`src/rtl/lsu_pkg.sv`:
```
package lsu_pkg;

	localparam int rob_width = 4;
	localparam int data_width = 32;
	localparam int addr_width = 10; // word address, 1k words

	// queue depths, the indexing logic assumes these values
	localparam int n_agu = 2;
	localparam int n_lq = 2;
	localparam int n_sq = 4;

	// older-store count per load, 0 to n_sq
	localparam int sq_ptr_width = 3;

	// issue opcodes
	typedef enum logic [1:0] {
		op_lw, // base + offset
		op_sw,
		op_lwi, // absolute address in imm
		op_swi
	} mem_op_t;

	// which queue a station entry belongs to
	typedef enum logic {
		kind_load,
		kind_store
	} agu_kind_t;

endpackage

```
`src/rtl/agu_station.sv`:
```
`timescale 1ns/1ps

module agu_station import lsu_pkg::*; (
	input  logic clk,
	input  logic reset,
	input  logic issue_accept,
	input  mem_op_t issue_op,
	input  logic base_valid,
	input  logic [rob_width-1:0] base_tag,
	input  logic [data_width-1:0] base_data,
	input  logic [data_width-1:0] imm,
	input  logic [$clog2(n_lq+1)-1:0] lq_count,
	input  logic [sq_ptr_width-1:0] sq_count,
	input  logic lq_pop,
	input  logic sq_pop,
	input  logic cdb_valid,
	input  logic [rob_width-1:0] cdb_tag,
	input  logic [data_width-1:0] cdb_data,
	output logic full,
	output logic addr_wr_valid,
	output agu_kind_t addr_wr_kind,
	output logic [sq_ptr_width-1:0] addr_wr_slot,
	output logic [addr_width-1:0] addr_wr_addr
);
	typedef struct packed {
		logic valid;
		agu_kind_t kind;
		logic [sq_ptr_width-1:0] slot; // index in target queue
		logic base_ok;
		logic [rob_width-1:0] tag;
		logic [data_width-1:0] base;
		logic [data_width-1:0] offset;
	} agu_entry_t;

	agu_entry_t ent [n_agu]; // packed from entry 0
	agu_entry_t upd [n_agu];
	agu_entry_t nxt [n_agu];
	agu_entry_t new_ent;
	logic [n_agu-1:0] ready;
	logic alloc;
	logic dispatch;
	logic sel;

	assign alloc = issue_accept && (issue_op == op_lw || issue_op == op_sw);

	always_comb begin
		new_ent.valid = alloc;
		new_ent.kind = issue_op == op_sw ? kind_store : kind_load;
		// slot the queue will hand out at this edge
		new_ent.slot = new_ent.kind == kind_load ? sq_ptr_width'(lq_count - lq_pop)
		                                         : sq_count - sq_pop;
		new_ent.base_ok = base_valid || (cdb_valid && cdb_tag == base_tag);
		new_ent.tag = base_tag;
		new_ent.base = base_valid ? base_data : cdb_data;
		new_ent.offset = imm;
	end

	always_comb begin
		for (int i = 0; i < n_agu; i++) begin
			upd[i] = ent[i];
			if (ent[i].kind == kind_load)
				upd[i].slot = ent[i].slot - lq_pop;
			else
				upd[i].slot = ent[i].slot - sq_pop;
			if (!ent[i].base_ok && cdb_valid && cdb_tag == ent[i].tag) begin
				upd[i].base_ok = 1'b1;
				upd[i].base = cdb_data;
			end
			ready[i] = ent[i].valid && ent[i].base_ok;
		end
	end

	assign dispatch = ready[0] || ready[1];
	assign sel = !ready[0]; // oldest ready entry wins
	assign addr_wr_valid = dispatch;
	assign addr_wr_kind = ent[sel].kind;
	assign addr_wr_slot = ent[sel].slot;
	assign addr_wr_addr = addr_width'(ent[sel].base + ent[sel].offset);

	// no room even after this cycle's dispatch
	assign full = ent[0].valid && ent[1].valid && !dispatch;

	always_comb begin
		nxt[0] = upd[0];
		nxt[1] = upd[1];
		if (dispatch) begin
			if (!sel)
				nxt[0] = upd[1];
			nxt[1].valid = 1'b0;
		end
		// append behind whatever remains
		if (!nxt[0].valid)
			nxt[0] = new_ent;
		else if (!nxt[1].valid)
			nxt[1] = new_ent;
	end

	always_ff @(posedge clk) begin
		for (int i = 0; i < n_agu; i++) begin
			if (reset)
				ent[i].valid <= 1'b0;
			else
				ent[i] <= nxt[i];
		end
	end

	// slot bookkeeping must stay inside the live part of the target queue
	assert property (@(posedge clk) disable iff (reset)
		addr_wr_valid |-> addr_wr_slot <
			(addr_wr_kind == kind_load ? sq_ptr_width'(lq_count) : sq_count));

endmodule

```
`config.mk`:
```
export PLATFORM = sky130hd
export DESIGN_NAME = agu_station
export DESIGN_NICKNAME = d
export VERILOG_FILES = /design/src/rtl/lsu_pkg.sv /design/src/rtl/agu_station.sv
export SDC_FILE = /design/constraint.sdc
export NUM_CORES = 1
export LEC_CHECK = 0
export BUFFER_PORTS_ARGS = -buffer_cell sky130_fd_sc_hd__buf_4
export CAP_MARGIN = 10
export CORE_ASPECT_RATIO = 0.75
export CORE_MARGIN = 2
export CORE_UTILIZATION = 40
export CTS_BUF_LIST = sky130_fd_sc_hd__clkbuf_4 sky130_fd_sc_hd__clkbuf_8
export DETAILED_ROUTE_END_ITERATION = 8
export GPL_TIMING_DRIVEN = 0
export PLACE_DENSITY = 0.66
export SYNTH_ARGS = -nofsm -noshare
export SYNTH_HDL_FRONTEND = slang
export SYNTH_SLANG_ARGS = --single-unit
```
`constraint.sdc`:
```
create_clock -name clk -period 4.75 [get_ports clk]
set_input_delay 0.2375 -clock clk [delete_from_list [all_inputs] [get_ports clk]]
set_output_delay 0.2375 -clock clk [all_outputs]
set_load 0.02 [all_outputs]
```
==> results.toml <==
[drt]
drtAntennaViolNets = 0
vias_per_cell = 5.439
via_count = 2948
drc = 0
wl_per_cell_um = 18.94
wirelength_um = 10270
firstDrtPassIters = 4
initialDrtViolationCount = 238

[floorplan]
io_pins = 134
die_area_um2 = 10470
rows = 31
initial_utilization_pct = 40.49
core-area_um2 = 9542
die_w_um = 117.5
dieHeight_um = 89.12

[clock_tree]
cts_tree = "done"
path_clk_slew_ps = 70
clock_path_buffers = 2
htree_levels = 3
insertion_delay_ps = 340
post_cts.repair.setup_buffers = 0
cts_hold_buffers = 0
cts_inserted_buffers = 9
clockRootBuffer = "clkbuf_8"
cts_sinks = 60
cts_resized = 0

[logic_synthesis]
synth_compound_area_share_pct = 17.20
ys_ff_latch = 60
seq_area_frac_synth_pct = 46.11
synthCells = 326
synthXorXnorAreaFrac_pct = 4.987
syn-num-nets = 462
synth_simple_gate_area_share_pct = 8.355
avgSynthCellArea_um2 = 11.85
synth-edff-count = 58
async_flop_share_pct = 0
synth_area_um2 = 3864
synth_mux_area_share_pct = 13.34
yosysUniqueCellTypes = 43
yosysWarnings = 0
synth_top_family_by_area = "compound AO/OA/AOI/OAI gates"
ys.flop_type = "edfxtp_1"
synthAdderAreaFrac_pct = 6.023

[layout]
largest-register = "ent"
final_core_util_pct = 49.59
nets = 541
n_antenna_cell = 0
largest_register_ffs = 60
syn2layout_area_growth_pct = 22.47
top_regs = "ent x60"
layout-drive-gt1-share_pct = 29.51

[timing]
slew_violations = 0
fin_skew_ps = 4.798
slew-limit-headroom_pct = 41.26
final-setup-viol-count = 0
rsz0062_at_grt = "no"
worst_slew_pin_slew_ps = 880.1
finalCritPeriodShare_pct = 84.56
fmax_mhz = 249.0
timing.setup.tns_ps = 0
min_period_ps = 4017
hold_violations = 0

[grt]
gr-usage-met2_pct = 32.11
grt_pass1_vias = 3069
grt_antenna_before_repair = 0
grt_use_met3_pct = 5.102
grt_max_degree = 29
grt_usage_pct = 19.95
grt_overflow_total = 0
grt_pass1_wl_um = 15760
met1_usage_pct = 26.35
grt_most_used_layer = "met2"

[power]
pwr_density_cell_nw_per_um2 = 297.4
ir_drop_mv = 0.1071
p_leak_uw = 0.001890

[critical_path]
worstPathRequired_ps = 4510
start_kind = "flip-flop"
crit_type = "flip-flop to primary output"
crit_fanout = 10
critPathArrivalTime_ps = 3780
end_kind = "primary output"

[placed_design]
gp_congestion = 0.8051
hpwl_um = 7235
place.port_buffers = 67

[run_status]
outcome = "finished, final reports clean"

[min_path]
hold_class = "input port to flip-flop"

[run]
max-cap-violations = 0
==> metrics by stage <==
stage                     instance area, um^2  hold slack (ps)  worst slack, ps  total power, uW  cells
after floorplan                          3864            306.6             1648            865.9    326
after global placement                   4532            427.3             1103            995.3    525
after detailed placement                 4537            429.3             1093             1006    525
after CTS                                4705            65.03            709.8             1412    541
after global routing                     4732            66.85            601.5             1466    542
final                                    4732            76.00            733.2             1407    542
==> synthesized netlist by cell type, types with 9 or more instances <==
library cell | count | area, um^2
a211oi_1 | 10 | 75.07
a21oi_1 | 12 | 60.06
a221o_1 | 10 | 100.1
a221oi_1 | 10 | 87.58
a22o_1 | 15 | 131.4
and3_1 | 13 | 81.33
clkbuf_1 | 10 | 37.54
edfxtp_1 | 58 | 1742
ha_1 | 17 | 212.7
inv_1 | 18 | 67.56
mux2_2 | 24 | 270.3
mux2i_1 | 23 | 230.2
nand2_1 | 11 | 41.29
nor2_1 | 9 | 33.78
nor2b_1 | 12 | 75.07
o21ai_0 | 12 | 60.06
xnor2_1 | 12 | 105.1
xor2_1 | 10 | 87.58
==> power by group <==
part	switching, uW	total, uW	leakage [uW]	internal, uW
Combinational	185	352	0.00122	167
Clock	199	408	0.0000925	209
Sequential	20.7	647	0.000576	626
==> cell usage in the layout, fill, tap and decap left out, drive strengths merged, types with 12 or more instances in the layout <==
master and n:
mux2i 23, buf 75, a22o 15, clkbuf 23
and3 13, edfxtp 58, ha 17, mux2 25
inv 19, xnor2 12, a21oi 12, nor2b 12
o21ai 13
==> cell families (layout without fill, tap and decap cells) <==
family,Yosys count,after routing
mux,48,48
compound gates,83,83
simple gates,59,59
fa+ha+maj,18,18
xor+xnor,22,22
buf+inv,36,120
flops,60,60
==> layout make-up <==
cell class	instances	area, um^2
flip-flops and latches	60	1782
inverters	19	71.32
repair buffers	68	530.5
well taps	132	165.2
fillers	874	4810
plain buffers	17	82.58
clock buffers	13	153.9
multi-input cells	230	1933
clock inverters	3	13.76
==> worst max-delay path, cell delays in order (launching register included) <==
cell and delay (ps):
edfxtp_1 510, nand2_1 200, buf_1 590, mux2_2 450, ha_1 340, and3_1 210, a2111oi_4 420, o21ai_0 150
a21oi_1 220, xnor2_1 170, buf_4 180
==> path summary, 6_finish.rpt <==
check	slack (ps)	to	startpoint	cells past startpoint
max	730	addr_wr_addr[9]	ent[0][68]	10
max reg2reg	2640	ent[0][7]	ent[0][68]	3
min	80	ent[1][6]	imm[6]	1
min reg2reg	550	ent[1][73]	ent[1][73]	2
==> routing by layer <==
metal / vias up / routed length (um)
met5: - / 0
met2: 103 / 4647
met3: 6 / 642
met1: 1424 / 4908
met4: 0 / 67
li1: 1415 / -
Note: power is estimated with default switching activity, not from simulation.
