### config.mk
export PLATFORM = sky130hd
export DESIGN_NAME = load_queue
export DESIGN_NICKNAME = d
export VERILOG_FILES = /design/src/rtl/lsu_pkg.sv /design/src/rtl/load_queue.sv
export SDC_FILE = /design/constraint.sdc
export NUM_CORES = 1
export LEC_CHECK = 0
export BUFFER_PORTS_ARGS = -buffer_cell sky130_fd_sc_hd__buf_4
export CORE_AREA = 2 2 113 115
export CTS_CLUSTER_DIAMETER = 60
export DETAILED_ROUTE_END_ITERATION = 12
export DIE_AREA = 0 0 115 117
export PLACE_DENSITY = 0.75
export SLEW_MARGIN = 20
export SYNTH_ARGS = -nofsm -noshare
export SYNTH_HDL_FRONTEND = slang
export SYNTH_SLANG_ARGS = --single-unit
export TNS_END_PERCENT = 50
### constraint.sdc
create_clock -name clk -period 6.3 [get_ports clk]
set_clock_uncertainty 0.2 [all_clocks]
set_input_delay 1.26 -clock clk [delete_from_list [all_inputs] [get_ports clk]]
set_output_delay 1.26 -clock clk [all_outputs]
set_load 0.005 [all_outputs]
### src/rtl/lsu_pkg.sv
package lsu_pkg;

	localparam int rob_width = 4;
	localparam int data_width = 32;
	localparam int addr_width = 10; // word address, 1k words

	// queue depths, the indexing logic assumes these values
	localparam int n_agu = 2;
	localparam int n_lq = 2;
	localparam int n_sq = 4;

	// older-store count per load, 0 to n_sq
	localparam int sq_ptr_width = 3;

	// issue opcodes
	typedef enum logic [1:0] {
		op_lw, // base + offset
		op_sw,
		op_lwi, // absolute address in imm
		op_swi
	} mem_op_t;

	// which queue a station entry belongs to
	typedef enum logic {
		kind_load,
		kind_store
	} agu_kind_t;

endpackage

### src/rtl/load_queue.sv
`timescale 1ns/1ps

module load_queue import lsu_pkg::*; (
	input  logic clk,
	input  logic reset,
	input  logic alloc,
	input  logic alloc_abs,
	input  logic [rob_width-1:0] alloc_tag,
	input  logic [addr_width-1:0] alloc_addr,
	input  logic addr_wr_valid,
	input  agu_kind_t addr_wr_kind,
	input  logic [sq_ptr_width-1:0] addr_wr_slot,
	input  logic [addr_width-1:0] addr_wr_addr,
	input  logic [sq_ptr_width-1:0] sq_count,
	input  logic sq_pop,
	input  logic [n_sq-1:0] sq_addr_ok,
	input  logic [n_sq-1:0] sq_data_ok,
	input  logic [n_sq-1:0][addr_width-1:0] sq_addr,
	input  logic [n_sq-1:0][data_width-1:0] sq_data,
	input  logic [data_width-1:0] mem_rdata,
	output logic [addr_width-1:0] mem_raddr,
	output logic result_valid,
	input  logic result_ready,
	output logic [rob_width-1:0] result_tag,
	output logic [data_width-1:0] result_data,
	output logic lq_pop,
	output logic [$clog2(n_lq+1)-1:0] lq_count
);
	logic [n_lq-1:0] addr_ok;
	logic [n_lq-1:0][addr_width-1:0] addr;
	logic [n_lq-1:0][rob_width-1:0] tag;
	logic [n_lq-1:0][sq_ptr_width-1:0] older; // stores ahead of this load
	logic [n_lq-1:0] upd_addr_ok;
	logic [n_lq-1:0][addr_width-1:0] upd_addr;
	logic [n_lq-1:0][sq_ptr_width-1:0] upd_older;
	logic [$clog2(n_lq+1)-1:0] alloc_pos;
	logic older_ready;
	logic fwd_hit;
	logic [data_width-1:0] fwd_data;

	always_comb begin
		for (int i = 0; i < n_lq; i++) begin
			upd_addr_ok[i] = addr_ok[i];
			upd_addr[i] = addr[i];
			upd_older[i] = older[i];
			if (sq_pop && older[i] != '0)
				upd_older[i] = older[i] - 1'b1;
			if (addr_wr_valid && addr_wr_kind == kind_load &&
			    addr_wr_slot == sq_ptr_width'(i)) begin
				upd_addr_ok[i] = 1'b1;
				upd_addr[i] = addr_wr_addr;
			end
		end
	end

	// head check against its older stores, last match is the youngest
	always_comb begin
		older_ready = 1'b1;
		fwd_hit = 1'b0;
		fwd_data = '0;
		for (int i = 0; i < n_sq; i++) begin
			if (sq_ptr_width'(i) < older[0]) begin
				if (!sq_addr_ok[i] || !sq_data_ok[i])
					older_ready = 1'b0;
				if (sq_addr[i] == addr[0]) begin
					fwd_hit = 1'b1;
					fwd_data = sq_data[i];
				end
			end
		end
	end

	assign result_valid = lq_count != '0 && addr_ok[0] && older_ready;
	assign result_tag = tag[0];
	assign result_data = fwd_hit ? fwd_data : mem_rdata;
	assign mem_raddr = addr[0];
	assign lq_pop = result_valid && result_ready;
	assign alloc_pos = lq_count - lq_pop;

	always_ff @(posedge clk) begin
		int src;
		if (reset)
			lq_count <= '0;
		else
			lq_count <= lq_count + alloc - lq_pop;
		for (int i = 0; i < n_lq; i++) begin
			src = (lq_pop && i < n_lq - 1) ? i + 1 : i;
			if (alloc && alloc_pos == ($clog2(n_lq+1))'(i)) begin
				tag[i] <= alloc_tag;
				addr_ok[i] <= alloc_abs; // register forms wait for the station
				addr[i] <= alloc_addr;
				older[i] <= sq_count - sq_pop;
			end else begin
				tag[i] <= tag[src];
				addr_ok[i] <= upd_addr_ok[src];
				addr[i] <= upd_addr[src];
				older[i] <= upd_older[src];
			end
		end
	end

	assert property (@(posedge clk) disable iff (reset)
		result_valid && !result_ready |=>
			result_valid && $stable(result_tag) && $stable(result_data));

endmodule

==> impl_metrics.py <==
metrics = {
    "clock_network": {
        "htree_levels": 2,
        "cts_tree": "yes",
        "clk_latency_ns": 0.29,
        "cts_inserted_buffers": 5,
        "cts_num_sinks": 38,
        "clk_pin_slew_ns": 0.06,
        "cts_resized": 0,
        "cts_hold_buf": 0,
        "ctsLongestPathBuffers": 2,
        "root_buffer": "clkbuf_16",
        "post_cts_buffers": 0,
    },
    "drt": {
        "routedWlPerCell_um": 16.78,
        "drtAntennaViolNets": 0,
        "totalWireLength_um": 15490,
        "dr.pass1.iters": 5,
        "drt_iter0_drc": 302,
        "via_per_inst": 5.087,
        "drc": 0,
        "vias": 4695,
    },
    "finish": {
        "num-nets-final": 1027,
        "area_growth_pct": 56.56,
        "final_common_cell": "buf_4",
        "drive_above_1_share_pct": 42.43,
        "final_cell_mix": "buf_4 (304), nor2_1 (74), nand2_1 (59)",
        "diodes": 0,
        "nFillCells": 1231,
    },
    "sta": {
        "timing_hold_violations_final": 0,
        "max_freq_mhz": 192.2,
        "fin_tns_setup_ns": 0,
        "min_period_ns": 5.203,
        "rsz0062_at_grt": "false",
        "slew_headroom_pct": 46.42,
        "tightest_slew_ns": 0.7925,
        "finalSetupViolCount": 0,
        "min_period_over_period_pct": 82.58,
        "maxSlewViolCount": 0,
    },
    "floorplanning": {
        "placement_rows": 41,
        "io_pins": 296,
        "die_h_um": 117,
        "die_w_um": 115,
        "core_um2": 12310,
        "initial_utilization_pct": 32.75,
        "dieArea_um2": 13460,
    },
    "synth": {
        "seq_area_frac_synth_pct": 24.33,
        "synth_top_area_share_pct": 16.38,
        "yosys.area.top_type": "edfxtp_1",
        "yosys_warnings": 0,
        "syn_area_per_cell_um2": 7.876,
        "syn-num-nets": 767,
        "postSynth.asyncResetShare_pct": 0,
        "synth_cells": 512,
        "synth_edf_count": 22,
        "ys_top_cells_by_area": "edfxtp_1 (16%), mux2i_1 (9.2%), dfxtp_1 (7.9%)",
        "syn_area_um2": 4033,
        "ys.flop_type": "edfxtp_1",
        "synthDistinctLibCells": 41,
        "synth-seq-cells": 38,
    },
    "status": {
        "outcome": "complete, no violations",
    },
    "worst_setup_path": {
        "cp-end-kind": "output pin",
        "crit_required_ns": 4.84,
        "worst_path_max_delay_cell": "nand4b_1",
        "path_common_cell": "buf_4",
        "critical_path.cell_chain": "buf_4 > xor2_1 > nor4_1 > nand3_1 > nand4b_1 > buf_12 > nor2_1 > a31oi_1 > buf_4",
        "crit_family": "simple AND/OR/NAND/NOR gates",
        "cp_max_fo": 57,
        "r2r-end": "mem_raddr[4]",
        "r2r_cells": 9,
        "r2r-start": "older[2]",
        "cp.arrival_ns": 3.74,
        "critPathMaxStageDelay_ns": 0.57,
        "cp-start-kind": "input port",
        "critPathBufInv": 3,
        "cp.depth": 9,
        "rrSetupSlack_ns": 2.30,
        "criticalPathCategory": "in -> out",
    },
    "job": {
        "cap_violations": 0,
    },
    "grt": {
        "grt_max_degree": 58,
        "grt_overflow": 0,
        "track_usage_pct": 21.49,
        "grt_pass1_wl_um": 22520,
        "antenna_found_initial": 0,
        "grt_pass1_vias": 4400,
    },
    "min_path": {
        "min_from": "addr_ok[1]",
        "worstHoldPathType": "reg -> reg",
        "hold_end": "addr_ok[1]",
        "hold_depth": 2,
    },
    "place": {
        "post-dp-hpwl_um": 12280,
        "gp_routability_congestion": 0.8523,
        "port_buffers": 295,
    },
    "power_and_ir_drop": {
        "peakVddDrop_mv": 0.2434,
        "p_total_mw": 1.112,
        "p_leak_nw": 2.985,
        "power_density_nw_per_um2": 176.1,
    },
}
how the worst max path moves through the flow:
| stage | startpoint | endpoint | slack [ns] |
|---|---|---|---|
| floorplan | sq_addr[9] | result_data[24] | 2.03 |
| global route | sq_addr[20] | result_data[2] | 0.77 |
| detailed placement | sq_addr[20] | result_data[20] | 1.07 |
| finish | sq_addr[20] | result_data[2] | 1.10 |
| CTS | sq_addr[20] | result_data[20] | 1.06 |
| global placement | sq_addr[20] | result_data[20] | 1.15 |
metal layers:
layer,global-route usage (%),wire [um]
met5,0,0
met4,5.301,187
met3,4.789,1267
met2,40.24,8103
met1,24.83,5927
state kept, by name, summed over array words and instances, names as in the netlist:
name        cells
addr           10
addr_ok         2
lq_count        2
mem_raddr      10
older           6
result_tag      4
tag             4
stage by stage:
| step | cells | util, % | cell area [um2] | worst slack (ns) | hold WS [ns] |
|---|---|---|---|---|---|
| 3_3_place_gp | 915 | 50.16 | 6176 | 1.153 | 0.2953 |
| 3_5_place_dp | 915 | 50.16 | 6176 | 1.068 | 0.3161 |
| 6_report | 923 | 51.28 | 6314 | 1.097 | 0.3394 |
| 4_1_cts | 923 | 51.28 | 6314 | 1.064 | 0.3380 |
| 2_1_floorplan | 512 | - | 4033 | 2.034 | 0.2771 |
| 5_1_grt | 923 | 51.28 | 6314 | 0.7663 | 0.3677 |
worst min-delay path: cells and delay by family, from the launching register on:
| family | cells | cell delay (ns) |
|---|---|---|
| AO/OA/AOI/OAI | 2 | 0.19 |
| flip-flops | 1 | 0.31 |
synth_stat cells (2+ instances only):
master	n
buf_6	7
and4_2	5
o21ai_0	22
a31oi_1	33
mux2_2	5
buf_2	3
edfxtp_1	22
mux2i_1	37
a21o_1	16
xnor2_1	22
dlygate4sd1_1	2
nor3_1	2
a311o_1	17
and4_1	12
ha_1	9
buf_4	20
xor2_1	23
clkbuf_1	18
nand3_1	25
inv_1	12
nand2b_1	2
dfxtp_1	16
or3_1	2
and3_1	3
nand2_1	59
nor2_1	74
a21oi_1	26
o211ai_1	2
nor4_1	3
nand4_1	2
final cells by class:
type	instances	area, um2	area share (%)
clock buffer	6	128.9	2.041
clock inverter	2	8.758	0.1387
sequential	38	980.9	15.54
multi-input combinational	410	2660	42.13
timing repair buffer	305	2302	36.46
tap	150	187.7	2.973
inverter	12	45.04	0.7134
kinds of logic (layout without fill, tap and decap cells):
family          count (synthesis)  count (layout)  synth area share, %
simple gates                  195             195                23.12
compound gates                119             119                19.33
buf+inv                        64             325                10.08
xor+xnor                       45              45                9.773
mux                            42              42                10.58
flops                          38              38                24.33
fa+ha+maj                       9               9                2.792
power by group:
group / internal [mW] / switching, mW / leakage [nW]
logic: 0.260 / 0.199 / 2.57
registers: 0.345 / 0.0655 / 0.342
clock network: 0.145 / 0.0978 / 0.0683
Power figures use the tool's default switching activity.
