===== config.mk =====
export PLATFORM = sky130hd
export DESIGN_NAME = store_queue
export DESIGN_NICKNAME = d
export VERILOG_FILES = /design/src/rtl/lsu_pkg.sv /design/src/rtl/store_queue.sv
export SDC_FILE = /design/constraint.sdc
export NUM_CORES = 1
export LEC_CHECK = 0
export BUFFER_PORTS_ARGS = -buffer_cell sky130_fd_sc_hd__buf_2
export CAP_MARGIN = 20
export CORE_ASPECT_RATIO = 1.75
export CORE_UTILIZATION = 55
export CTS_CLUSTER_DIAMETER = 150
export CTS_CLUSTER_SIZE = 28
export DETAILED_ROUTE_END_ITERATION = 10
export GPL_TIMING_DRIVEN = 0
export HOLD_SLACK_MARGIN = 0.08
export PLACE_DENSITY = 0.84
export SYNTH_ARGS = -nofsm -noshare
export SYNTH_HDL_FRONTEND = slang
export SYNTH_SLANG_ARGS = --single-unit

===== constraint.sdc =====
create_clock -name clk -period 5.3 [get_ports clk]
set_input_delay 1.06 -clock clk [delete_from_list [all_inputs] [get_ports clk]]
set_output_delay 1.06 -clock clk [all_outputs]
set_load 0.02 [all_outputs]

===== src/rtl/lsu_pkg.sv =====
package lsu_pkg;

	localparam int rob_width = 4;
	localparam int data_width = 32;
	localparam int addr_width = 10; // word address, 1k words

	// queue depths, the indexing logic assumes these values
	localparam int n_agu = 2;
	localparam int n_lq = 2;
	localparam int n_sq = 4;

	// older-store count per load, 0 to n_sq
	localparam int sq_ptr_width = 3;

	// issue opcodes
	typedef enum logic [1:0] {
		op_lw, // base + offset
		op_sw,
		op_lwi, // absolute address in imm
		op_swi
	} mem_op_t;

	// which queue a station entry belongs to
	typedef enum logic {
		kind_load,
		kind_store
	} agu_kind_t;

endpackage


===== src/rtl/store_queue.sv =====
`timescale 1ns/1ps

module store_queue import lsu_pkg::*; (
	input  logic clk,
	input  logic reset,
	input  logic alloc,
	input  logic alloc_abs,
	input  logic [addr_width-1:0] alloc_addr,
	input  logic sdata_valid,
	input  logic [rob_width-1:0] sdata_tag,
	input  logic [data_width-1:0] sdata_data,
	input  logic cdb_valid,
	input  logic [rob_width-1:0] cdb_tag,
	input  logic [data_width-1:0] cdb_data,
	input  logic addr_wr_valid,
	input  agu_kind_t addr_wr_kind,
	input  logic [sq_ptr_width-1:0] addr_wr_slot,
	input  logic [addr_width-1:0] addr_wr_addr,
	input  logic commit_valid,
	output logic commit_ready,
	output logic sq_pop,
	output logic [sq_ptr_width-1:0] sq_count,
	output logic [n_sq-1:0] sq_addr_ok,
	output logic [n_sq-1:0] sq_data_ok,
	output logic [n_sq-1:0][addr_width-1:0] sq_addr,
	output logic [n_sq-1:0][data_width-1:0] sq_data,
	output logic [addr_width-1:0] mem_waddr,
	output logic [data_width-1:0] mem_wdata
);
	logic [n_sq-1:0][rob_width-1:0] data_tag; // producer of pending data
	logic [n_sq-1:0] upd_addr_ok;
	logic [n_sq-1:0][addr_width-1:0] upd_addr;
	logic [n_sq-1:0] upd_data_ok;
	logic [n_sq-1:0][data_width-1:0] upd_data;
	logic [sq_ptr_width-1:0] alloc_pos;
	logic new_data_ok;
	logic [data_width-1:0] new_data;

	// data operand may arrive on the CDB in the issue cycle
	assign new_data_ok = sdata_valid || (cdb_valid && cdb_tag == sdata_tag);
	assign new_data = sdata_valid ? sdata_data : cdb_data;

	always_comb begin
		for (int i = 0; i < n_sq; i++) begin
			upd_addr_ok[i] = sq_addr_ok[i];
			upd_addr[i] = sq_addr[i];
			upd_data_ok[i] = sq_data_ok[i];
			upd_data[i] = sq_data[i];
			if (addr_wr_valid && addr_wr_kind == kind_store &&
			    addr_wr_slot == sq_ptr_width'(i)) begin
				upd_addr_ok[i] = 1'b1;
				upd_addr[i] = addr_wr_addr;
			end
			if (!sq_data_ok[i] && cdb_valid && cdb_tag == data_tag[i]) begin
				upd_data_ok[i] = 1'b1;
				upd_data[i] = cdb_data;
			end
		end
	end

	// head retires only once fully resolved
	assign commit_ready = sq_count != '0 && sq_addr_ok[0] && sq_data_ok[0];
	assign sq_pop = commit_valid && commit_ready;
	assign mem_waddr = sq_addr[0];
	assign mem_wdata = sq_data[0];
	assign alloc_pos = sq_count - sq_pop;

	always_ff @(posedge clk) begin
		int src;
		if (reset)
			sq_count <= '0;
		else
			sq_count <= sq_count + alloc - sq_pop;
		for (int i = 0; i < n_sq; i++) begin
			src = (sq_pop && i < n_sq - 1) ? i + 1 : i;
			if (alloc && alloc_pos == sq_ptr_width'(i)) begin
				sq_addr_ok[i] <= alloc_abs;
				sq_addr[i] <= alloc_addr;
				sq_data_ok[i] <= new_data_ok;
				sq_data[i] <= new_data;
				data_tag[i] <= sdata_tag;
			end else begin
				sq_addr_ok[i] <= upd_addr_ok[src];
				sq_addr[i] <= upd_addr[src];
				sq_data_ok[i] <= upd_data_ok[src];
				sq_data[i] <= upd_data[src];
				data_tag[i] <= data_tag[src];
			end
		end
	end

	// the ROB must never commit a store that was not issued here
	assert property (@(posedge clk) disable iff (reset)
		commit_valid |-> sq_count != '0);

endmodule


==> reports/metrics.csv, run 1 <==
metric,value,unit
status,"finished, final reports clean",
RePlAce Congestion,0.9290,
# fillers,1492,
CTS tree,built,
Worst Hold Launch,mem_wdata[8],
final hold violations,0,
drt wl/cell,21.96,um
Tcrit/Tclk final,0.7762,
vias per cell,6.308,
Post-synth ARST share,0,
synth cell count leaders,"dfxtp_1 (179), nand2_1 (137), nor2_1 (115), a211oi_1 (98), mux2i_1 (93)",
pins over their slew limit,0,
Netlist Area Pre-Place,0.01019,mm^2
Post-DRT Antenna Nets,0,
clk_lat worst skew,0.45,ns
pwr dens,690.3,mW/mm^2
Gate Count Post-Synth,1162,
Main synth FF type,dfxtp_1,
Crit Path Class,reg2reg,
# Max-Cap Violations,0,
CTS buffer count,17,
Final Cell Area,0.01265,mm^2
Crit path arrival time,4.41,ns
CTS Hold Bufs,0,
FF-to-FF path depth,14,
Hold Path Stages,2,
IO Count,327,
Final Skew,0.01513,ns
fin crit period,4.114,ns
Sum Neg Setup Slack,0,ns
most common cell in the netlist,dfxtp_1,
leakage,6.001,nW
die footprint,0.01909,mm^2
PostCTS Resize Cnt,0,
Synth area leader,dfxtp_1,
Worst slew margin,0.3187,
register area share after synthesis,0.3989,
Die X,104.9,um
CTS Buffer Depth,2,
DRC violations left,0,
Max IR drop VDD,0.0003906,V
placed cell area,0.01209,mm^2
area delta synth->final,24.16,%
postcts setup bufs,0,
worst min-delay path endpoint,mem_wdata[8],
1st-pass router iterations,6,
initial antenna violation count,3,
"flops & latches, synth",195,
vias,11032,
die height,182.0,um
"EDFF count, synth",16,
# clock sinks,195,
worst path required time,5.59,ns
row count,65,
WL final,38400,um
Final setup viols,0,
first-pass GRT wire length,57960,um
GRT Total Usage,0.3945,
top-area cell type share of the netlist area,0.3518,
Crit Path Max Fanout,12,
CTS root buf,clkbuf_16,
FF-to-FF Start,sq_count[1],
core area,0.01805,mm^2
Final Core Density,0.7006,
syn avg cell area,8.767,um^2
Worst Hold Class,reg2reg,
worst setup margin,1.186,ns
Post-Place Worst Slack,0.9203,ns
Final #Nets,1612,
Yosys cell types,58,
initial DRC count,915,
synth warn,0,
FF-to-FF End,sq_data[48],
flop2flop setup slack,1.19,ns
RSZ-0062 raised after global routing,no,
number of global-route vias before repair,10831,
port buffer count,321,
post-detail-place hpwl,27410,um
largest net degree at the start of global routing,18,
share of cells above drive strength 1,0.3139,
"Net Count, Synth",1272,
htree depth,4,
clock-pin slew on the worst setup and hold paths,0.07,ns
slew of the pin with the lowest slew margin,1.018,ns
grt total ovfl,0,
CP endpoint kind,flip-flop,
Max Freq,0.2431,GHz
CP Launch Type,flip-flop,
synth top area cells,"dfxtp_1 (35%), mux2i_1 (9.1%), a211oi_1 (7.2%)",
starting density of the core,0.5642,
power by group:
group / leakage [nW] / total, W / internal, W / switching, W
clock network: 0.267 / 0.00129 / 0.000675 / 0.000612
logic: 4.08 / 0.00455 / 0.00172 / 0.00283
registers: 1.66 / 0.00289 / 0.00227 / 0.000626
total: 6.00 / 0.00873 / 0.00466 / 0.00407
metrics by stage:
stage,std cells,power (W),hold slack (ns)
2_1_floorplan,1162,0.005766,0.5226
3_3_place_gp,1717,0.007239,0.4633
3_5_place_dp,1717,0.007355,0.4659
4_1_cts,1747,0.008629,0.4754
5_1_grt,1749,0.009121,0.4883
6_report,1749,0.008731,0.4731
worst max path at each step:
stage                  from            to  slack (ns)
2_1_floorplan  commit_valid  data_tag[12]        2.05
3_3_place_gp   commit_valid   sq_data[48]        1.01
3_5_place_dp   commit_valid   sq_data[48]        0.92
4_1_cts         sq_count[1]   sq_data[55]        1.26
5_1_grt         sq_count[1]   sq_data[48]        1.01
6_report        sq_count[1]   sq_data[48]        1.19
cell families after synthesis:
logic type / Yosys count / synth area share
buffers and inverters: 176 / 0.09089
adder cells (fa/ha/maj): 6 / 0.008106
multiplexers: 95 / 0.09359
AO/OA/AOI/OAI: 337 / 0.2524
XOR/XNOR: 17 / 0.01535
flip-flops: 195 / 0.3989
AND/OR/NAND/NOR: 336 / 0.1408
worst max-delay path, stage by stage, from the launching register on:
cell and delay [ns]:
dfxtp_1 0.42, o311ai_4 0.37, inv_2 0.09, nand2_1 0.15, inv_2 0.06, buf_6 0.15
buf_6 0.17, ha_1 0.20, ha_1 0.22, xnor2_2 0.19, and2_1 0.17, clkbuf_1 0.20
nor2_1 0.82, clkbuf_1 0.57, a211oi_1 0.18
state kept, by name, indices dropped and copies added (netlist names):
signal      cells
sq_data        96
data_tag       16
sq_addr        30
mem_waddr      10
sq_addr_ok      4
mem_wdata      32
sq_count        3
sq_data_ok      4
cell type report:
| cell class | count | area (um^2) | share of cell area |
|---|---|---|---|
| Multi-Input combinational cell | 791 | 5197 | 0.4109 |
| Sequential cell | 195 | 4064 | 0.3213 |
| Timing Repair Buffer | 321 | 1607 | 0.1270 |
| Buffer | 131 | 757.0 | 0.05985 |
| Clock buffer | 19 | 454.2 | 0.03591 |
| Tap cell | 234 | 292.8 | 0.02315 |
| Inverter | 45 | 168.9 | 0.01335 |
| Clock inverter | 11 | 102.6 | 0.008112 |
| Antenna cell | 2 | 5.005 | 0.0003957 |
cell usage in the layout (no fill, tap or decap), drive strengths merged, types with 4 or more instances in the layout:
| cell type | n |
|---|---|
| nor2 | 117 |
| xnor2 | 6 |
| a22o | 4 |
| nand2 | 139 |
| o21ai | 34 |
| nor2b | 6 |
| a211oi | 128 |
| a21oi | 68 |
| o221a | 10 |
| a2bb2oi | 10 |
| ha | 5 |
| nor3 | 52 |
| dfxtp | 179 |
| o22ai | 14 |
| inv | 49 |
| o221ai | 42 |
| edfxtp | 16 |
| mux2i | 93 |
| nand2b | 4 |
| a221o | 10 |
| buf | 404 |
| xor2 | 11 |
| a31oi | 4 |
| clkbuf | 67 |
metal layers:
layer  GRT usage  wire [um]  vias up
li1            -          -     4864
met3     0.08291       3713      183
met1      0.4233      13140     5177
met4      0.2772       2370        0
met5           0          0        -
met2      0.6853      19180      808
(Power assumes the default switching activity.)
==> inputs of run 2 (changes only) <==
--- a/config.mk
+++ b/config.mk
@@ -5,16 +5,17 @@
 export SDC_FILE = /design/constraint.sdc
 export NUM_CORES = 1
 export LEC_CHECK = 0
+export ABC_AREA = 1
 export BUFFER_PORTS_ARGS = -buffer_cell sky130_fd_sc_hd__buf_2
 export CAP_MARGIN = 20
 export CORE_ASPECT_RATIO = 1.75
-export CORE_UTILIZATION = 55
+export CORE_UTILIZATION = 48
 export CTS_CLUSTER_DIAMETER = 150
 export CTS_CLUSTER_SIZE = 28
 export DETAILED_ROUTE_END_ITERATION = 10
 export GPL_TIMING_DRIVEN = 0
 export HOLD_SLACK_MARGIN = 0.08
-export PLACE_DENSITY = 0.84
+export PLACE_DENSITY = 0.77
 export SYNTH_ARGS = -nofsm -noshare
 export SYNTH_HDL_FRONTEND = slang
 export SYNTH_SLANG_ARGS = --single-unit
==> constraint.sdc (replaced) <==
create_clock -name clk -period 3.5 [get_ports clk]
set_input_delay 0.7 -clock clk [delete_from_list [all_inputs] [get_ports clk]]
set_output_delay 0.7 -clock clk [all_outputs]
set_load 0.02 [all_outputs]
==> reports/metrics.csv, run 2 <==
metric,value,unit,change
IO Count,327,,unchanged
Crit Path Class,reg2reg,,
WL final,45370,um,+18%
Synth area leader,dfxtp_1,,
Worst Hold Class,in2reg,,
die footprint,0.02398,mm^2,+26%
GRT Max-Usage Layer,met2,,
port buffer count,325,,+1.2%
Final #Nets,2190,,+36%
met2 Use GR,0.6452,,-0.04012
# Max-Cap Violations,0,,unchanged
Non-Filler Instances,2394,,+37%
vias per cell,5.666,,-10%
Sum Neg Setup Slack,0,ns,unchanged
pwr dens,980.5,mW/mm^2,+42%
share of cells above drive strength 1,0.2432,,-0.07075
"flops & latches, synth",195,,unchanged
fin crit period,3.194,ns,-0.9194 ns
RSZ-0062 raised after global routing,no,,
most flop-heavy register,sq_data,,
# fillers,2286,,+53%
row count,73,,+12%
initial DRC count,1419,,+55%
drt wl/cell,18.95,um,-14%
Bufs and invs on worst path,4,,-2
Post-synth ARST share,0,,unchanged
Max IR drop VDD,0.0005123,V,+31%
htree depth,4,,unchanged
die height,204.1,um,+12%
GRT met1 Usage,0.3858,,-0.03750
met3 Use GR,0.07785,,-0.005069
"Largest delay share family, worst path",simple AND/OR/NAND/NOR gates,,
Inst Count DP,2361,,+38%
register area share after synthesis,0.3627,,-0.03626
Tcrit/Tclk final,0.9127,,+0.1365
area delta synth->final,23.50,%,
post-detail-place hpwl,33200,um,+21%
top-area cell type share of the netlist area,0.3198,,-0.03197
CTS buffer count,17,,unchanged
pins over their slew limit,0,,unchanged
synth top area cells,"dfxtp_1 (32%), nand3_1 (18%), nand2_1 (18%)",,
RePlAce Congestion,0.9372,,+0.88%
# clock sinks,195,,unchanged
"commonest non-fill, non-tap cell in the layout",nand2_1,,
Worst path max stage delay,0.53,ns,-0.29 ns
syn avg cell area,6.455,um^2,-26%
Worst slew margin,0.5005,,+0.1818
CTS Buffer Depth,2,,unchanged
DRC violations left,0,,unchanged
number of global-route vias before repair,12491,,+15%
Final setup viols,0,,unchanged
worst setup margin,0.3055,ns,-0.8806 ns
max reg flops,96,,unchanged
1st-pass router iterations,8,,+2
Crit-path slowest cell,clkbuf_1,,
CP endpoint kind,flip-flop,,
Post-Place Worst Slack,0.2282,ns,-0.6921 ns
status,"finished, final reports clean",,
Max Freq,0.3130,GHz,+29%
Main synth FF type,dfxtp_1,,
CP Launch Type,flip-flop,,
Gate Count Post-Synth,1736,,+49%
slew of the pin with the lowest slew margin,0.7492,ns,-0.2689 ns
first-pass GRT wire length,67760,um,+17%
worst path required time,3.89,ns,-1.70 ns
GRT Total Usage,0.3698,,-0.02466
synth cell count leaders,"nand2_1 (528), nand3_1 (401), inv_1 (216), dfxtp_1 (179), o21ai_0 (90)",,
most common cell in the netlist,nand2_1,,
Crit Path Max Fanout,10,,-2
starting density of the core,0.4907,,-0.07350
vias,13564,,+23%
"commonest cells after routing, fill and taps aside","nand2_1 (528), nand3_1 (401), buf_2 (393)",,
core area,0.02283,mm^2,+26%
initial antenna violation count,2,,-1
Crit path arrival time,3.58,ns,-0.83 ns
Yosys cell types,33,,-43%
grt total ovfl,0,,unchanged
CTS root buf,clkbuf_16,,
clock-pin slew on the worst setup and hold paths,0.08,ns,about the same
CP Cell Sequence,nand2_1 -> nand3b_2 -> inv_1 -> ha_1 -> inv_1 -> ha_1 -> or2_1 -> nor2_1 -> nand2_4 -> inv_4 -> clkbuf_1 -> nand2_1 -> nand3_1,,
CTS Hold Bufs,0,,unchanged
"Net Count, Synth",1846,,+45%
Post-DRT Antenna Nets,0,,unchanged
largest net degree at the start of global routing,19,,+1
synth warn,0,,unchanged
leakage,7.490,nW,+25%
"EDFF count, synth",16,,unchanged
clk_lat worst skew,0.45,ns,about the same
PostCTS Resize Cnt,0,,unchanged
CTS tree,built,,
Die X,117.5,um,+12%
Final Skew,0.01149,ns,-0.003639 ns
Netlist Area Pre-Place,0.01121,mm^2,+10%
final hold violations,0,,unchanged
Final Core Density,0.6061,,-0.09447
postcts setup bufs,0,,unchanged
[run 2: changes by cell type after synthesis, sizes merged, moves of 62 or more]
cell,previous run,this run
nand3,2,403
nand2,139,534
inv,45,230
a211oi,128,0
mux2i,93,0
nor2,117,25
a21oi,68,3
nand4,2,64
o21ai,34,96
[run 2: worst register-to-register path, cell delays in order (launching register included)]
cell,delay [ns]
dfxtp_1,0.36
nand2_1,0.13
nand3b_2,0.43
inv_1,0.20
ha_1,0.19
inv_1,0.08
ha_1,0.29
or2_1,0.23
nor2_1,0.17
nand2_4,0.11
inv_4,0.15
clkbuf_1,0.53
nand2_1,0.14
nand3_1,0.13
[run 2: cell type report]
type                            instances  area [um^2]  share of cell area
Tap cell                              300        375.4             0.02712
Buffer                                144        813.3             0.05877
Clock buffer                           21        493.0             0.03562
Inverter                              230        865.8             0.06256
Antenna cell                            1        2.502           0.0001808
Sequential cell                       195         4064              0.2936
Timing Repair Buffer                  325         1627              0.1175
Clock inverter                         11        136.4            0.009854
Multi-Input combinational cell       1167         5463              0.3947
[run 2: worst paths after layout]
check | to | depth (start not counted) | start | slack [ns]
worst max-delay path | sq_data[51] | 13 | sq_addr_ok[0] | 0.31
worst min-delay path | sq_count[0] | 2 | reset | 0.43
worst max register to register | sq_data[51] | 13 | sq_addr_ok[0] | 0.31
worst min register to register | sq_addr_ok[3] | 2 | sq_addr_ok[3] | 0.52
[run 2: kinds of logic after synthesis]
logic type / after synthesis / synth area share
AOI/OAI and AO/OA: 130 / 0.06543
and+or+nand+nor: 1029 / 0.4131
xor gates and xnor gates: 2 / 0.001563
DFF: 195 / 0.3627
buffers and inverters: 374 / 0.1498
adders and majority gates: 6 / 0.007369
[run 2: per-layer routing]
metal,wire length (um),up-vias
met5,10,-
met4,3516,2
met3,4565,246
met2,22180,904
met1,15090,6120
li1,-,6292
[run 2: stage by stage]
step	total power, W	hold WS, ns	area, um^2
after detailed placement	0.01134	0.4794	13210
after global placement	0.01122	0.4626	13210
after global routing	0.01435	0.4451	13840
after CTS	0.01345	0.4336	13840
after floorplan	0.008850	0.5251	11210
final	0.01357	0.4286	13840
[run 2: power breakdown]
group	switching (W)	internal, W
Sequential	0.000780	0.00340
Clock	0.000960	0.00118
Combinational	0.00480	0.00246
Total	0.00653	0.00704
==> inputs of run 3 (changes only) <==
--- a/config.mk
+++ b/config.mk
@@ -16,6 +16,7 @@
 export GPL_TIMING_DRIVEN = 0
 export HOLD_SLACK_MARGIN = 0.08
 export PLACE_DENSITY = 0.77
+export SETUP_SLACK_MARGIN = 0.5
 export SYNTH_ARGS = -nofsm -noshare
 export SYNTH_HDL_FRONTEND = slang
 export SYNTH_SLANG_ARGS = --single-unit
==> reports/metrics.csv, run 3 (synthesis results as in run 2) <==
metric,value,unit,change
Final setup viols,0,,unchanged
Crit-path slowest cell,dfxtp_1,,
"Largest delay share family, worst path",simple AND/OR/NAND/NOR gates,,
drt wl/cell,18.96,um,about the same
final hold violations,0,,unchanged
largest net degree at the start of global routing,19,,unchanged
Non-Filler Instances,2396,,+0.084%
Die X,117.5,um,unchanged
Worst slew margin,0.4911,,-0.009403
Crit Path Class,reg2reg,,
final hold slack,0.4263,ns,-0.002265 ns
Crit Path Max Fanout,10,,unchanged
CTS tree,built,,
Max Freq,0.3664,GHz,+17%
leakage,7.514,nW,+0.32%
starting density of the core,0.4907,,unchanged
pins over their slew limit,0,,unchanged
clock-pin slew on the worst setup and hold paths,0.08,ns,about the same
CTS buffer count,17,,unchanged
RSZ-0062 raised after global routing,no,,
Bufs and invs on worst path,5,,+1
area delta synth->final,23.77,%,
htree depth,4,,unchanged
die height,204.1,um,unchanged
post-detail-place hpwl,33200,um,unchanged
max reg flops,96,,unchanged
# Max-Cap Violations,0,,unchanged
Final #Nets,2191,,+0.046%
"commonest cells after routing, fill and taps aside","nand2_1 (527), nand3_1 (401), buf_2 (392)",,
share of cells above drive strength 1,0.2459,,+0.002749
IO Count,327,,unchanged
CP endpoint kind,flip-flop,,
port buffer count,325,,unchanged
Final Core Density,0.6074,,+0.001315
row count,73,,unchanged
worst path required time,3.69,ns,-0.20 ns
initial antenna violation count,2,,unchanged
grt total ovfl,0,,unchanged
CP Cell Sequence,nand2_1 -> nand3b_4 -> inv_1 -> ha_1 -> inv_1 -> ha_1 -> or2_1 -> nor2_2 -> nand2_4 -> inv_4 -> nor2_2 -> buf_6 -> buf_6 -> nand2_1 -> o21ai_1,,
"commonest non-fill, non-tap cell in the layout",nand2_1,,
status,"finished, final reports clean",,
CTS Buffer Depth,2,,unchanged
# fillers,2287,,+0.044%
CTS root buf,clkbuf_16,,
die footprint,0.02398,mm^2,unchanged
clk_lat worst skew,0.45,ns,about the same
vias per cell,5.674,,+0.14%
slew of the pin with the lowest slew margin,0.7633,ns,+0.01410 ns
Crit path arrival time,2.92,ns,-0.66 ns
pwr dens,980.3,mW/mm^2,about the same
flop2flop setup slack,0.77,ns,+0.47 ns
fin crit period,2.729,ns,-0.4654 ns
Worst path max stage delay,0.37,ns,-0.16 ns
vias,13594,,+0.22%
# clock sinks,195,,unchanged
WL final,45420,um,+0.11%
GRT Total Usage,0.3699,,about the same
Final Skew,0.01120,ns,-0.0002884 ns
CTS Hold Bufs,0,,unchanged
number of global-route vias before repair,12494,,+0.024%
first-pass GRT wire length,67780,um,about the same
1st-pass router iterations,6,,-2
most flop-heavy register,sq_data,,
core area,0.02283,mm^2,unchanged
Max IR drop VDD,0.0005101,V,-0.45%
RePlAce Congestion,0.9372,,unchanged
initial DRC count,1398,,-1.5%
Worst Hold Class,in2reg,,
Inst Count DP,2361,,unchanged
Sum Neg Setup Slack,0,ns,unchanged
CP Launch Type,flip-flop,,
Post-DRT Antenna Nets,0,,unchanged
Final Cell Area,0.01387,mm^2,+0.22%
DRC violations left,0,,unchanged
Tcrit/Tclk final,0.7797,,-0.1330
placed cell area,0.01321,mm^2,unchanged
## run 3: cell count changes in the layout (fill, tap and decap cells not counted), sizes merged
cell	before	now
buf	442	443
diode	1	2
## run 3: area by class of cell
cell class | instances | area, um^2 | share of cell area
Timing Repair Buffer | 326 | 1634 | 0.1178
Antenna cell | 2 | 5.005 | 0.0003608
Inverter | 230 | 865.8 | 0.06243
Clock inverter | 11 | 136.4 | 0.009833
Tap cell | 300 | 375.4 | 0.02706
Sequential cell | 195 | 4064 | 0.2930
Multi-Input combinational cell | 1167 | 5477 | 0.3949
Buffer | 144 | 819.5 | 0.05909
Clock buffer | 21 | 493.0 | 0.03554
## run 3: through the flow
stage / power [W] / setup WS (ns)
2_1_floorplan: 0.008850 / 0.6275
3_5_place_dp: 0.01134 / 0.2282
5_1_grt: 0.01436 / 0.6132
4_1_cts: 0.01345 / 0.5566
6_report: 0.01360 / 0.7710
3_3_place_gp: 0.01122 / 0.2856
## run 3: metal layers
metal	vias to the layer above	global-route usage	share of wire
met5	-	0	0
met1	6148	0.3862	0.33
li1	6291	-	-
met2	917	0.6452	0.49
met3	238	0.07785	0.10
met4	0	0.2917	0.075
## run 3: power breakdown
| part | internal [W] | switching (W) | total, W |
|---|---|---|---|
| logic | 0.00247 | 0.00480 | 0.00727 |
| clock network | 0.00118 | 0.000965 | 0.00214 |
| registers | 0.00340 | 0.000784 | 0.00418 |
## run 3: path summary, 6_finish.rpt
| check | start | end | depth (start not counted) |
|---|---|---|---|
| worst max-delay path | sq_addr_ok[0] | data_tag[6] | 15 |
| worst min-delay path | reset | sq_count[0] | 2 |
| worst max register to register | sq_addr_ok[0] | data_tag[6] | 15 |
| worst min register to register | sq_addr_ok[3] | sq_addr_ok[3] | 2 |
## run 3: what timing repair did
item / in CTS / in global routing
setup buffers: 0 / 1
endpoints found under the setup margin: 47 / 47
pin swaps: 0 / 1
resized for setup: 2 / 8
